### config.mk
export PLATFORM = sky130hd
export DESIGN_NAME = sd_cmd_host
export DESIGN_NICKNAME = d
export VERILOG_FILES = /design/src/source/sd_cmd_pkg.sv /design/src/source/sd_cmd_tracker.sv /design/src/source/sd_cmd_framer.sv /design/src/source/sd_cmd_shifter.sv /design/src/source/sd_resp_receiver.sv /design/src/source/sd_resp_checker.sv /design/src/source/sd_cmd_host.sv
export SDC_FILE = /design/constraint.sdc
export NUM_CORES = 1
export LEC_CHECK = 0
export ABC_AREA = 1
export BUFFER_PORTS_ARGS = -buffer_cell sky130_fd_sc_hd__buf_2
export CAP_MARGIN = 20
export CORE_MARGIN = 3
export CORE_UTILIZATION = 35
export DETAILED_ROUTE_END_ITERATION = 10
export MAX_ROUTING_LAYER = met4
export RECOVER_POWER = 25
export SYNTH_ARGS = -nofsm -noshare
export SYNTH_HDL_FRONTEND = slang
export SYNTH_SLANG_ARGS = --single-unit
export TNS_END_PERCENT = 20
### constraint.sdc
create_clock -name sd_clk -period 3.8 [get_ports sd_clk]
set_input_delay 0.38 -clock sd_clk [delete_from_list [all_inputs] [get_ports sd_clk]]
set_output_delay 0.38 -clock sd_clk [all_outputs]
set_load 0.01 [all_outputs]
### src/source/sd_cmd_pkg.sv
package sd_cmd_pkg;

    localparam int CMD_FRAME_W = 48;
    localparam int CMD_INDEX_W = 6;
    localparam int CMD_ARG_W   = 32;
    localparam int CRC7_W      = 7;

    localparam logic [CRC7_W-1:0] CRC7_POLY = 7'h09; // x^7 + x^3 + 1, top term implied

    localparam int INT_W            = 4;
    localparam int INT_CMD_COMPLETE = 0;
    localparam int INT_CRC_ERR      = 1;
    localparam int INT_INDEX_ERR    = 2;
    localparam int INT_TIMEOUT      = 3;

    typedef enum logic {
        RESP_NONE,
        RESP_SHORT
    } resp_kind_e;

    typedef enum logic [1:0] {
        RX_IDLE,
        RX_WAIT_START,
        RX_SHIFT
    } rx_state_e;

    // one serial step of the CMD line CRC, msb first
    function automatic logic [CRC7_W-1:0] crc7_step(
        input logic [CRC7_W-1:0] crc,
        input logic              din
    );
        logic fb;
        fb = din ^ crc[CRC7_W-1];
        crc7_step = {crc[CRC7_W-2:0], 1'b0} ^ (fb ? CRC7_POLY : '0);
    endfunction

endpackage

### src/source/sd_cmd_tracker.sv
module sd_cmd_tracker
    import sd_cmd_pkg::*;
(
    input  logic             sd_clk,
    input  logic             reset_i,
    input  logic             cmd_start_i,
    input  logic [INT_W-1:0] int_enable_i,
    input  logic [INT_W-1:0] int_clear_i,
    input  logic             no_resp_end_i,
    input  logic             timeout_i,
    input  logic             check_done_i,
    input  logic             crc_ok_i,
    input  logic             index_ok_i,
    output logic             cmd_accept_o,
    output logic             inhibit_o,
    output logic [INT_W-1:0] int_status_o,
    output logic             interrupt_o
);

    logic             end_evt;
    logic [INT_W-1:0] set_bits;

    assign cmd_accept_o = cmd_start_i & ~inhibit_o; // busy host drops the request
    assign end_evt      = no_resp_end_i | timeout_i | check_done_i;

    always_comb begin
        set_bits                   = '0;
        set_bits[INT_CMD_COMPLETE] = no_resp_end_i | check_done_i;
        set_bits[INT_CRC_ERR]      = check_done_i & ~crc_ok_i;
        set_bits[INT_INDEX_ERR]    = check_done_i & ~index_ok_i;
        set_bits[INT_TIMEOUT]      = timeout_i;
    end

    always_ff @(posedge sd_clk) begin
        if (reset_i) begin
            inhibit_o    <= 1'b0;
            int_status_o <= '0;
        end else begin
            if (cmd_accept_o) begin
                inhibit_o <= 1'b1;
            end else if (end_evt) begin
                inhibit_o <= 1'b0;
            end
            int_status_o <= (int_status_o & ~int_clear_i) | set_bits; // set beats clear
        end
    end

    assign interrupt_o = |(int_status_o & int_enable_i);

endmodule

### src/source/sd_cmd_framer.sv
module sd_cmd_framer
    import sd_cmd_pkg::*;
(
    input  logic                   sd_clk,
    input  logic                   reset_i,
    input  logic                   cmd_accept_i,
    input  logic [CMD_INDEX_W-1:0] cmd_index_i,
    input  logic [CMD_ARG_W-1:0]   cmd_arg_i,
    input  resp_kind_e             resp_kind_i,
    output logic                   frame_valid_o,
    output logic [CMD_FRAME_W-1:0] frame_o,
    output resp_kind_e             resp_kind_o,
    output logic [CMD_INDEX_W-1:0] index_o
);

    localparam int BODY_W = CMD_FRAME_W - CRC7_W - 1;

    logic [BODY_W-1:0] body;
    logic [CRC7_W-1:0] crc;

    assign body = {1'b0, 1'b1, cmd_index_i, cmd_arg_i}; // start, host direction

    always_comb begin
        crc = '0;
        for (int i = BODY_W - 1; i >= 0; i--) begin
            crc = crc7_step(crc, body[i]);
        end
    end

    always_ff @(posedge sd_clk) begin
        if (reset_i) begin
            frame_valid_o <= 1'b0;
        end else begin
            frame_valid_o <= cmd_accept_i;
        end
    end

    always_ff @(posedge sd_clk) begin
        if (cmd_accept_i) begin
            frame_o     <= {body, crc, 1'b1}; // end bit last
            resp_kind_o <= resp_kind_i;
            index_o     <= cmd_index_i;
        end
    end

endmodule

### src/source/sd_cmd_shifter.sv
module sd_cmd_shifter
    import sd_cmd_pkg::*;
(
    input  logic                   sd_clk,
    input  logic                   reset_i,
    input  logic                   frame_valid_i,
    input  logic [CMD_FRAME_W-1:0] frame_i,
    input  resp_kind_e             resp_kind_i,
    input  logic [CMD_INDEX_W-1:0] index_i,
    output logic                   cmd_o,
    output logic                   cmd_oe_o,
    output logic                   rx_arm_o,
    output logic                   no_resp_end_o,
    output logic [CMD_INDEX_W-1:0] sent_index_o
);

    localparam int CNT_W = $clog2(CMD_FRAME_W);
    localparam logic [CNT_W-1:0] FIRST_CNT = CNT_W'(CMD_FRAME_W - 1);

    logic [CMD_FRAME_W-1:0] shift_q;
    logic [CNT_W-1:0]       bit_cnt;
    resp_kind_e             kind_q;

    assign cmd_o = cmd_oe_o ? shift_q[CMD_FRAME_W-1] : 1'b1; // line idles high

    always_ff @(posedge sd_clk) begin
        rx_arm_o      <= 1'b0;
        no_resp_end_o <= 1'b0;
        if (reset_i) begin
            cmd_oe_o <= 1'b0;
            bit_cnt  <= '0;
        end else if (frame_valid_i) begin
            cmd_oe_o <= 1'b1;
            bit_cnt  <= FIRST_CNT;
        end else if (cmd_oe_o) begin
            if (bit_cnt == '0) begin
                // last bit is on the line now
                cmd_oe_o      <= 1'b0;
                rx_arm_o      <= (kind_q == RESP_SHORT);
                no_resp_end_o <= (kind_q == RESP_NONE);
            end else begin
                bit_cnt <= bit_cnt - 1'b1;
            end
        end
    end

    always_ff @(posedge sd_clk) begin
        if (frame_valid_i) begin
            shift_q      <= frame_i;
            kind_q       <= resp_kind_i;
            sent_index_o <= index_i; // held for the response check
        end else if (cmd_oe_o) begin
            shift_q <= {shift_q[CMD_FRAME_W-2:0], 1'b1};
        end
    end

endmodule

### src/source/sd_resp_receiver.sv
module sd_resp_receiver
    import sd_cmd_pkg::*;
#(
    parameter int RESP_TIMEOUT = 64
) (
    input  logic                   sd_clk,
    input  logic                   reset_i,
    input  logic                   rx_arm_i,
    input  logic                   cmd_i,
    output logic                   resp_done_o,
    output logic [CMD_FRAME_W-1:0] resp_o,
    output logic                   timeout_o
);

    localparam int TMO_W = $clog2(RESP_TIMEOUT);
    localparam logic [TMO_W-1:0] TMO_LAST = TMO_W'(RESP_TIMEOUT - 2);
    localparam int CNT_W = $clog2(CMD_FRAME_W);
    localparam logic [CNT_W-1:0] LAST_BIT = CNT_W'(CMD_FRAME_W - 1);

    rx_state_e              state_q;
    logic [TMO_W-1:0]       tmo_cnt;
    logic [CNT_W-1:0]       bit_cnt;
    logic [CMD_FRAME_W-1:0] resp_q;

    always_ff @(posedge sd_clk) begin
        resp_done_o <= 1'b0;
        timeout_o   <= 1'b0;
        if (reset_i) begin
            state_q <= RX_IDLE;
            tmo_cnt <= '0;
            bit_cnt <= '0;
        end else begin
            case (state_q)
                RX_IDLE: begin
                    if (rx_arm_i) begin
                        state_q <= RX_WAIT_START;
                        tmo_cnt <= '0;
                    end
                end
                RX_WAIT_START: begin
                    if (!cmd_i) begin
                        state_q <= RX_SHIFT;
                        bit_cnt <= CNT_W'(1); // start bit already taken
                    end else if (tmo_cnt == TMO_LAST) begin
                        state_q   <= RX_IDLE;
                        timeout_o <= 1'b1; // card never answered
                    end else begin
                        tmo_cnt <= tmo_cnt + 1'b1;
                    end
                end
                RX_SHIFT: begin
                    if (bit_cnt == LAST_BIT) begin
                        state_q     <= RX_IDLE;
                        resp_done_o <= 1'b1;
                    end
                    bit_cnt <= bit_cnt + 1'b1;
                end
                default: state_q <= RX_IDLE;
            endcase
        end
    end

    always_ff @(posedge sd_clk) begin
        if (state_q == RX_SHIFT || (state_q == RX_WAIT_START && !cmd_i)) begin
            resp_q <= {resp_q[CMD_FRAME_W-2:0], cmd_i};
        end
    end

    assign resp_o = resp_q;

endmodule

### src/source/sd_resp_checker.sv
module sd_resp_checker
    import sd_cmd_pkg::*;
(
    input  logic                   sd_clk,
    input  logic                   reset_i,
    input  logic                   resp_done_i,
    input  logic [CMD_FRAME_W-1:0] resp_i,
    input  logic [CMD_INDEX_W-1:0] sent_index_i,
    output logic                   check_done_o,
    output logic                   crc_ok_o,
    output logic                   index_ok_o,
    output logic [CMD_ARG_W-1:0]   card_status_o
);

    localparam int CRC_LSB  = 1;
    localparam int IDX_LSB  = CMD_ARG_W + CRC7_W + 1;
    localparam int STAT_LSB = CRC7_W + 1;

    logic [CRC7_W-1:0] crc_calc;

    // crc covers everything ahead of the crc field
    always_comb begin
        crc_calc = '0;
        for (int i = CMD_FRAME_W - 1; i >= STAT_LSB; i--) begin
            crc_calc = crc7_step(crc_calc, resp_i[i]);
        end
    end

    always_ff @(posedge sd_clk) begin
        if (reset_i) begin
            check_done_o <= 1'b0;
            crc_ok_o     <= 1'b0;
            index_ok_o   <= 1'b0;
        end else begin
            check_done_o <= resp_done_i;
            if (resp_done_i) begin
                crc_ok_o   <= (crc_calc == resp_i[CRC_LSB +: CRC7_W]);
                index_ok_o <= (resp_i[IDX_LSB +: CMD_INDEX_W] == sent_index_i);
            end
        end
    end

    // status word is kept even when a check fails
    always_ff @(posedge sd_clk) begin
        if (check_done_o) begin
            card_status_o <= resp_i[STAT_LSB +: CMD_ARG_W];
        end
    end

endmodule

### src/source/sd_cmd_host.sv
module sd_cmd_host
    import sd_cmd_pkg::*;
#(
    parameter int RESP_TIMEOUT = 64
) (
    input  logic                   sd_clk,
    input  logic                   reset_i,
    input  logic                   cmd_start_i,
    input  logic [CMD_INDEX_W-1:0] cmd_index_i,
    input  logic [CMD_ARG_W-1:0]   cmd_arg_i,
    input  resp_kind_e             resp_kind_i,
    input  logic [INT_W-1:0]       int_enable_i,
    input  logic [INT_W-1:0]       int_clear_i,
    input  logic                   cmd_i,
    output logic                   cmd_o,
    output logic                   cmd_oe_o,
    output logic                   inhibit_o,
    output logic [INT_W-1:0]       int_status_o,
    output logic [CMD_ARG_W-1:0]   response_o,
    output logic                   interrupt_o
);

    logic                   cmd_accept;
    logic                   frame_valid;
    logic [CMD_FRAME_W-1:0] frame;
    resp_kind_e             resp_kind;
    logic [CMD_INDEX_W-1:0] frame_index;
    logic                   rx_arm;
    logic                   no_resp_end;
    logic [CMD_INDEX_W-1:0] sent_index;
    logic                   resp_done;
    logic [CMD_FRAME_W-1:0] resp;
    logic                   timeout;
    logic                   check_done;
    logic                   crc_ok;
    logic                   index_ok;

    sd_cmd_tracker i_tracker (
        .sd_clk        (sd_clk),
        .reset_i       (reset_i),
        .cmd_start_i   (cmd_start_i),
        .int_enable_i  (int_enable_i),
        .int_clear_i   (int_clear_i),
        .no_resp_end_i (no_resp_end),
        .timeout_i     (timeout),
        .check_done_i  (check_done),
        .crc_ok_i      (crc_ok),
        .index_ok_i    (index_ok),
        .cmd_accept_o  (cmd_accept),
        .inhibit_o     (inhibit_o),
        .int_status_o  (int_status_o),
        .interrupt_o   (interrupt_o)
    );

    sd_cmd_framer i_framer (
        .sd_clk        (sd_clk),
        .reset_i       (reset_i),
        .cmd_accept_i  (cmd_accept),
        .cmd_index_i   (cmd_index_i),
        .cmd_arg_i     (cmd_arg_i),
        .resp_kind_i   (resp_kind_i),
        .frame_valid_o (frame_valid),
        .frame_o       (frame),
        .resp_kind_o   (resp_kind),
        .index_o       (frame_index)
    );

    sd_cmd_shifter i_shifter (
        .sd_clk        (sd_clk),
        .reset_i       (reset_i),
        .frame_valid_i (frame_valid),
        .frame_i       (frame),
        .resp_kind_i   (resp_kind),
        .index_i       (frame_index),
        .cmd_o         (cmd_o),
        .cmd_oe_o      (cmd_oe_o),
        .rx_arm_o      (rx_arm),
        .no_resp_end_o (no_resp_end),
        .sent_index_o  (sent_index)
    );

    sd_resp_receiver #(
        .RESP_TIMEOUT (RESP_TIMEOUT)
    ) i_receiver (
        .sd_clk      (sd_clk),
        .reset_i     (reset_i),
        .rx_arm_i    (rx_arm),
        .cmd_i       (cmd_i),
        .resp_done_o (resp_done),
        .resp_o      (resp),
        .timeout_o   (timeout)
    );

    sd_resp_checker i_checker (
        .sd_clk        (sd_clk),
        .reset_i       (reset_i),
        .resp_done_i   (resp_done),
        .resp_i        (resp),
        .sent_index_i  (sent_index),
        .check_done_o  (check_done),
        .crc_ok_o      (crc_ok),
        .index_ok_o    (index_ok),
        .card_status_o (response_o)
    );

endmodule

=== Word level (Yosys, flattened, before mapping) ===
Cells that the tools add are included.

* Bits in registers: 220
* Bits of input ports: 51
* Output and inout bits: 40
* Logic and storage cells: 334

* Add/sub/neg operators: 3
* Eq/ne operators: 13
* Mux-type cells: 102
* Bitwise logic cells: 172
* Reduce and logical (&&, ||, !) cells: 19

{| class="wikitable"
|+ Operator list
! operator !! count
|-
| $xor 7x7->7 || 76
|-
| $mux 4 || 78
|-
| $xor 1x1->1 || 74
|-
| $mux 48 || 1
|-
| $mux 46 || 1
|-
| $mux 6 || 7
|-
| $pmux 6 s2 || 2
|-
| $add 6x1->6 const B || 2
|-
| $eq 6x6->1 const B || 2
|-
| $ne 2x2->1 const B || 5
|-
| $not 1->1 || 9
|-
| $and 4x4->4 || 2
|-
| $mux 1 || 8
|-
| $mux 2 || 4
|-
| $reduce_bool 2->1 || 4
|-
| $reduce_or 4->1 || 2
|-
| $eq 7x7->1 || 1
|-
| $eq 6x6->1 || 1
|-
| $logic_not 6->1 || 1
|-
| $pmux 2 s3 || 1
|-
| $reduce_and 2->1 || 3
|-
| $sub 6x1->6 const B || 1
|-
| $not 4->4 || 1
|-
| $or 4x4->4 || 1
|-
| other kinds (16) || 22
|}

=== Longest topological paths before layout ===
* Depth after elaboration: 118
* Mapped depth: 30
* Depth with buffers taken out: 30

=== Hierarchy ===
From an unflattened synthesis, not the netlist that was laid out.

* Cell total of the unflattened synthesis: 1318
* Area, all modules: 11175.7 um^2

{| class="wikitable"
|+ Modules (own cells, without submodules)
! module !! times used !! cells each !! area an instance (um^2) !! seq. area each (um^2)
|-
| sd_cmd_framer || 1 || 407 || 3044.2 || 1401.3
|-
| sd_resp_checker || 1 || 447 || 2935.3 || 1021.0
|-
| sd_cmd_shifter || 1 || 272 || 2717.6 || 1831.8
|-
| sd_resp_receiver || 1 || 160 || 2263.4 || 1761.7
|-
| sd_cmd_tracker || 1 || 32 || 215.2 || 100.1
|}

=== Worst setup path before layout ===
OpenSTA, ideal clock, no wires.

* Kind: input to register
* Start: input cmd_start_i
* End: register i_tracker.inhibit_o
* Library setup time: 74 ps
* Arrival: 2762 ps
* Required time: 3726 ps
* Path slack: 964 ps
* Cell stages on the path: 4
* Buffers on the path: 0
* Cell sequence: inv_1 nor2_1 inv_1 a21oi_1

* Longest elaborated chain between the ends: 2
* Elaborated cells on any way between the ends: 3
* Classes of those cells: mux (1); bitwise (1); reduce/logical (1)

{| class="wikitable"
|+ RTL lines
! element !! RTL line !! source
|-
| start, declared || sd_cmd_host.sv:8 || <nowiki>input logic cmd_start_i,</nowiki>
|-
| $and 1x1->1 (*) || sd_cmd_tracker.sv:23 || <nowiki>assign cmd_accept_o = cmd_start_i & ~inhibit_o;</nowiki>
|-
| via cmd_accept || sd_cmd_host.sv:23 || <nowiki>logic cmd_accept;</nowiki>
|-
| $mux 1 / $reduce_bool 2->1 (equally long branches) || n/a ||
|-
| end signal, assigned || sd_cmd_tracker.sv:36 || <nowiki>inhibit_o <= 1'b0;</nowiki>
|-
| end signal, assigned || sd_cmd_tracker.sv:40 || <nowiki>inhibit_o <= 1'b1;</nowiki>
|-
| end signal, assigned || sd_cmd_tracker.sv:42 || <nowiki>inhibit_o <= 1'b0;</nowiki>
|-
| end, declared || sd_cmd_tracker.sv:15 || <nowiki>output logic inhibit_o,</nowiki>
|}

Mark *: on every way through the listed nets, which the timed path passes. The rest lies on a longest branch.
A chain may end at the register's enable or synchronous reset.

=== Worst setup path in the final report ===
* Start: register i_receiver.resp_q[45], in the netlist i_receiver.resp_o[45]
* End: register i_checker.crc_ok_o

* Longest elaborated chain between the ends: 59
* Elaborated cells on any way between the ends: 97
* Classes of those cells: eq/ne (1); mux (29); bitwise (67)

{| class="wikitable"
|+ RTL lines
! element !! RTL line !! source
|-
| start, declared || sd_resp_receiver.sv:23 || <nowiki>logic [CMD_FRAME_W-1:0] resp_q;</nowiki>
|-
| start signal, assigned || sd_resp_receiver.sv:65 || <nowiki>resp_q <= {resp_q[CMD_FRAME_W-2:0], cmd_i};</nowiki>
|-
| $xor 1x1->1 (*) || sd_cmd_pkg.sv:33 || <nowiki>fb = din ^ crc[CRC7_W-1];</nowiki>
|-
| $mux 4 (*) || sd_cmd_pkg.sv:34 || <nowiki>crc7_step = {crc[CRC7_W-2:0], 1'b0} ^ (fb ? CRC7_POLY : '0);</nowiki>
|-
| $xor 7x7->7 (*) (4 in series) || sd_cmd_pkg.sv:34 ||
|-
| $xor 1x1->1 || sd_cmd_pkg.sv:33 ||
|-
| $mux 4 || sd_cmd_pkg.sv:34 ||
|-
| $xor 7x7->7 (*) (4 in series) || sd_cmd_pkg.sv:34 ||
|-
| $xor 1x1->1 || sd_cmd_pkg.sv:33 ||
|-
| $mux 4 || sd_cmd_pkg.sv:34 ||
|-
| (+30 left out) || n/a ||
|-
| $xor 7x7->7 (*) (4 in series) || sd_cmd_pkg.sv:34 ||
|-
| $xor 1x1->1 || sd_cmd_pkg.sv:33 ||
|-
| $mux 4 || sd_cmd_pkg.sv:34 ||
|-
| $xor 7x7->7 (*) (4 in series) || sd_cmd_pkg.sv:34 ||
|-
| $xor 1x1->1 || sd_cmd_pkg.sv:33 ||
|-
| $mux 4 || sd_cmd_pkg.sv:34 ||
|-
| $xor 7x7->7 (*) (2 in series) || sd_cmd_pkg.sv:34 ||
|-
| $eq 7x7->1 (*) || sd_resp_checker.sv:37 || <nowiki>crc_ok_o <= (crc_calc == resp_i[CRC_LSB +: CRC7_W]);</nowiki>
|-
| end signal, assigned || sd_resp_checker.sv:37 ||
|-
| end, declared || sd_resp_checker.sv:10 || <nowiki>output logic crc_ok_o,</nowiki>
|}

Every way passes the cells marked *; elsewhere a longest branch is shown, timed or not.

==> run metrics <==
DR pass1 iterations=5; Clock power frac=0.332; Final HPWL DP=14.2 mm; Multi-input gate area=0.00334 mm²; power per cell area=598 mW/mm²; std cell rows=61; fin crit share=0.813; initial antenna violation count=1; Post-route DRC=0; largest net degree at the start of global routing=60; top_reg_cell synth=edfxtp_1; Critical Path AT=3.54 ns; Antenna Violating Nets Remaining=0; DR WL/cell=about 13 µm; Syn Area/Cell=9.46 µm²; cts bufs inserted=24; Hold Path Class=in2reg; final wirelength=19.9 mm; R2R setup slack=0.71 ns; Distinct cells, synth=38; slowest CP cell=edfxtp_1; switching fraction of total power=0.296; Initial DRC Count=443; layout cells sized above 1=0.100; final net count=1217; number of port buffers=90; Async S/R FF share, synth=0; CP peak stage delay=approximately 0.47 ns; Layout area overhead=17.2%; Final Hold Fails=0; clock root buffer=clkbuf_16; syn nets=1108; die area=0.0305 mm²; global route total overflow=0; sequential share of the synthesized area=0.611; P_sw=2.07 mW; Static Leakage=5.10 nW; Initial Util=0.357; area of the core=0.0279 mm²; Fmax=324 MHz; CTS tree=built; outcome=finished clean; post_cts resized=0; Setup violations, final=0; Yosys warnings=0; Max VDD drop=923 µV; min-delay src=cmd_arg_i[11]; crit-path max FO=6; Worst Tran Pin Value=0.984 ns; max cap viols=0; Placer Congestion=between 0.8 and 0.9; Pwr Total=6.99 mW; #FFs+latches synth=214; # IOs=91; FF+latch area=slightly above 0.006 mm²; Synth Instances=1053; Reg clk slew, reported paths=0.06 ns; clk buf depth=3; RSZ-0062 raised after global routing=no; later-pin clock latency in the skew report=0.52 ns; WHS Path Cells=1; most frequent cells in the layout=nand2_1, edfxtp_1, inv_1; Fillers=2777; Final Instance Area=0.0117 mm²; Die Width=between 150 and 200 µm; commonest non-fill, non-tap cell in the layout=nand2_1; max-slew violations=0; via count=7042; first-pass GRT wire length=32.6 mm; r2r worst-path depth=29; clk sink count=214; clock skew=~0.018 ns; Hold EP=i_framer.frame_o[19]; H-Tree Depth=1; Startpoint Class=flip-flop; most frequent CP cell=nand2_1; number of vias per cell=roughly 4.5; Sequential Power Share=0.411; Final Non-Filler Cells=1559; Post-CTS Setup Inserts=0; Period minus WS final=3.09 ns; final setup TNS=0 ns; Critical Path Sink Type=flip-flop; Post-synth EDFFs=180; reg2reg start=i_receiver.resp_o[45]; CP required=4.25 ns; vias in the first global route=6721; Mapped Area=between 0.009 and 0.01 mm²; reg2reg end=i_checker.crc_ok_o; WS Path Type=reg2reg; Die Span Y=between 150 and 200 µm; normalized max-slew margin=0.343; placed cells=1513; Post-DP Area=0.0109 mm²; Pint=4.92 mW; combinational power share=0.258; GRT Total Usage=0.134; # hold bufs at CTS=0
-- sequential cells by signal, summed over array words and instances, names as in the netlist, 2 cells and up --
register / count
i_checker.card_status_o: 32
i_shifter.bit_cnt: 6
i_shifter.shift_q: 47
i_framer.index_o: 6
i_receiver.bit_cnt: 6
i_framer.frame_o: 39
i_receiver.state_q: 2
i_receiver.resp_o: 48
i_receiver.tmo_cnt: 6
i_shifter.sent_index_o: 6
i_tracker.int_status_o: 4
-- worst max-delay path, delay by kind of cell (launching register included) --
| family | cells | cell delay [ns] |
|---|---|---|
| AND/OR/NAND/NOR | 25 | 2.21 |
| flip-flops | 1 | 0.47 |
| buffers and inverters | 4 | 0.33 |
-- Yosys cell counts (4+ instances only) --
| cell | number | area [µm²] |
|---|---|---|
| nand3_1 | 80 | 400 |
| clkbuf_1 | 12 | 45.0 |
| nor2_1 | 34 | 128 |
| ha_1 | 4 | 50.1 |
| nor3_1 | 5 | 25.0 |
| edfxtp_1 | 180 | 5410 |
| nand2_1 | 444 | 1670 |
| o21ai_0 | 10 | 50.1 |
| xnor2_1 | 28 | 245 |
| xor2_1 | 17 | 149 |
| nand4_1 | 4 | 25.0 |
| dfxtp_1 | 34 | 681 |
| nand3b_1 | 12 | 90.1 |
| inv_1 | 131 | 492 |
| xnor2_2 | 6 | 97.6 |
| a21oi_1 | 15 | 75.1 |
| xor2_2 | 8 | 130 |
-- routing by layer --
layer / GRT usage / up-vias / share of wire
met5: - / - / 0
met4: 0.0289 / 0 / 0.017
met3: 0.0239 / 32 / 0.055
met2: 0.218 / 175 / 0.44
met1: 0.177 / 3205 / 0.48
li1: - / 3630 / -
-- area by class of cell --
cell class                 count  area share
antenna                        1    0.000214
timing repair buffer          96      0.0401
clock buffer                  34      0.0618
tap                          378      0.0405
clock inverter                10     0.00761
multi-input combinational    693       0.286
inverter                     133      0.0428
sequential                   214       0.521
-- cell families (layout without fill, tap and decap cells) --
kind of cell               after synthesis  after routing  share of synthesized area
buffers and inverters                  146            273                     0.0550
AOI/OAI and AO/OA                       40             40                     0.0244
and+or+nand+nor                        590            590                      0.242
adders and majority gates                4              4                    0.00502
DFF                                    214            214                      0.611
other                                    0              1                          0
xor gates and xnor gates                59             59                     0.0624
-- metrics by stage --
step | hold slack [ns] | setup WS [ns] | util
5_1_grt | 0.0473 | 0.105 | 0.418
4_1_cts | 0.0366 | 0.717 | 0.419
6_report | 0.0667 | 0.711 | 0.418
3_3_place_gp | 0.402 | 0.619 | 0.390
3_5_place_dp | 0.406 | 0.581 | 0.390
2_1_floorplan | 0.400 | 0.964 | -
-- power groups by stage --
stage          sequential (mW)  combinational (mW)  clock (mW)
6_report                  2.87                1.80        2.32
5_1_grt                   2.88                2.06        2.47
4_1_cts                   2.87                1.83        2.39
3_5_place_dp              2.92                1.83           0
3_3_place_gp              2.92                1.80           0
2_1_floorplan             2.91                1.49           0
-- how the worst max path moves through the flow --
stage	from	end	slack, ns	cells after the start
after floorplan	cmd_start_i	i_tracker.inhibit_o	0.96	4
after global placement	cmd_index_i[4]	i_framer.frame_o[4]	0.62	24
after detailed placement	cmd_index_i[4]	i_framer.frame_o[4]	0.58	24
after CTS	i_receiver.resp_o[45]	i_checker.crc_ok_o	0.72	29
after global routing	i_receiver.resp_o[45]	i_checker.crc_ok_o	0.11	27
final	i_receiver.resp_o[45]	i_checker.crc_ok_o	0.71	29
Power figures use the tool's default switching activity.
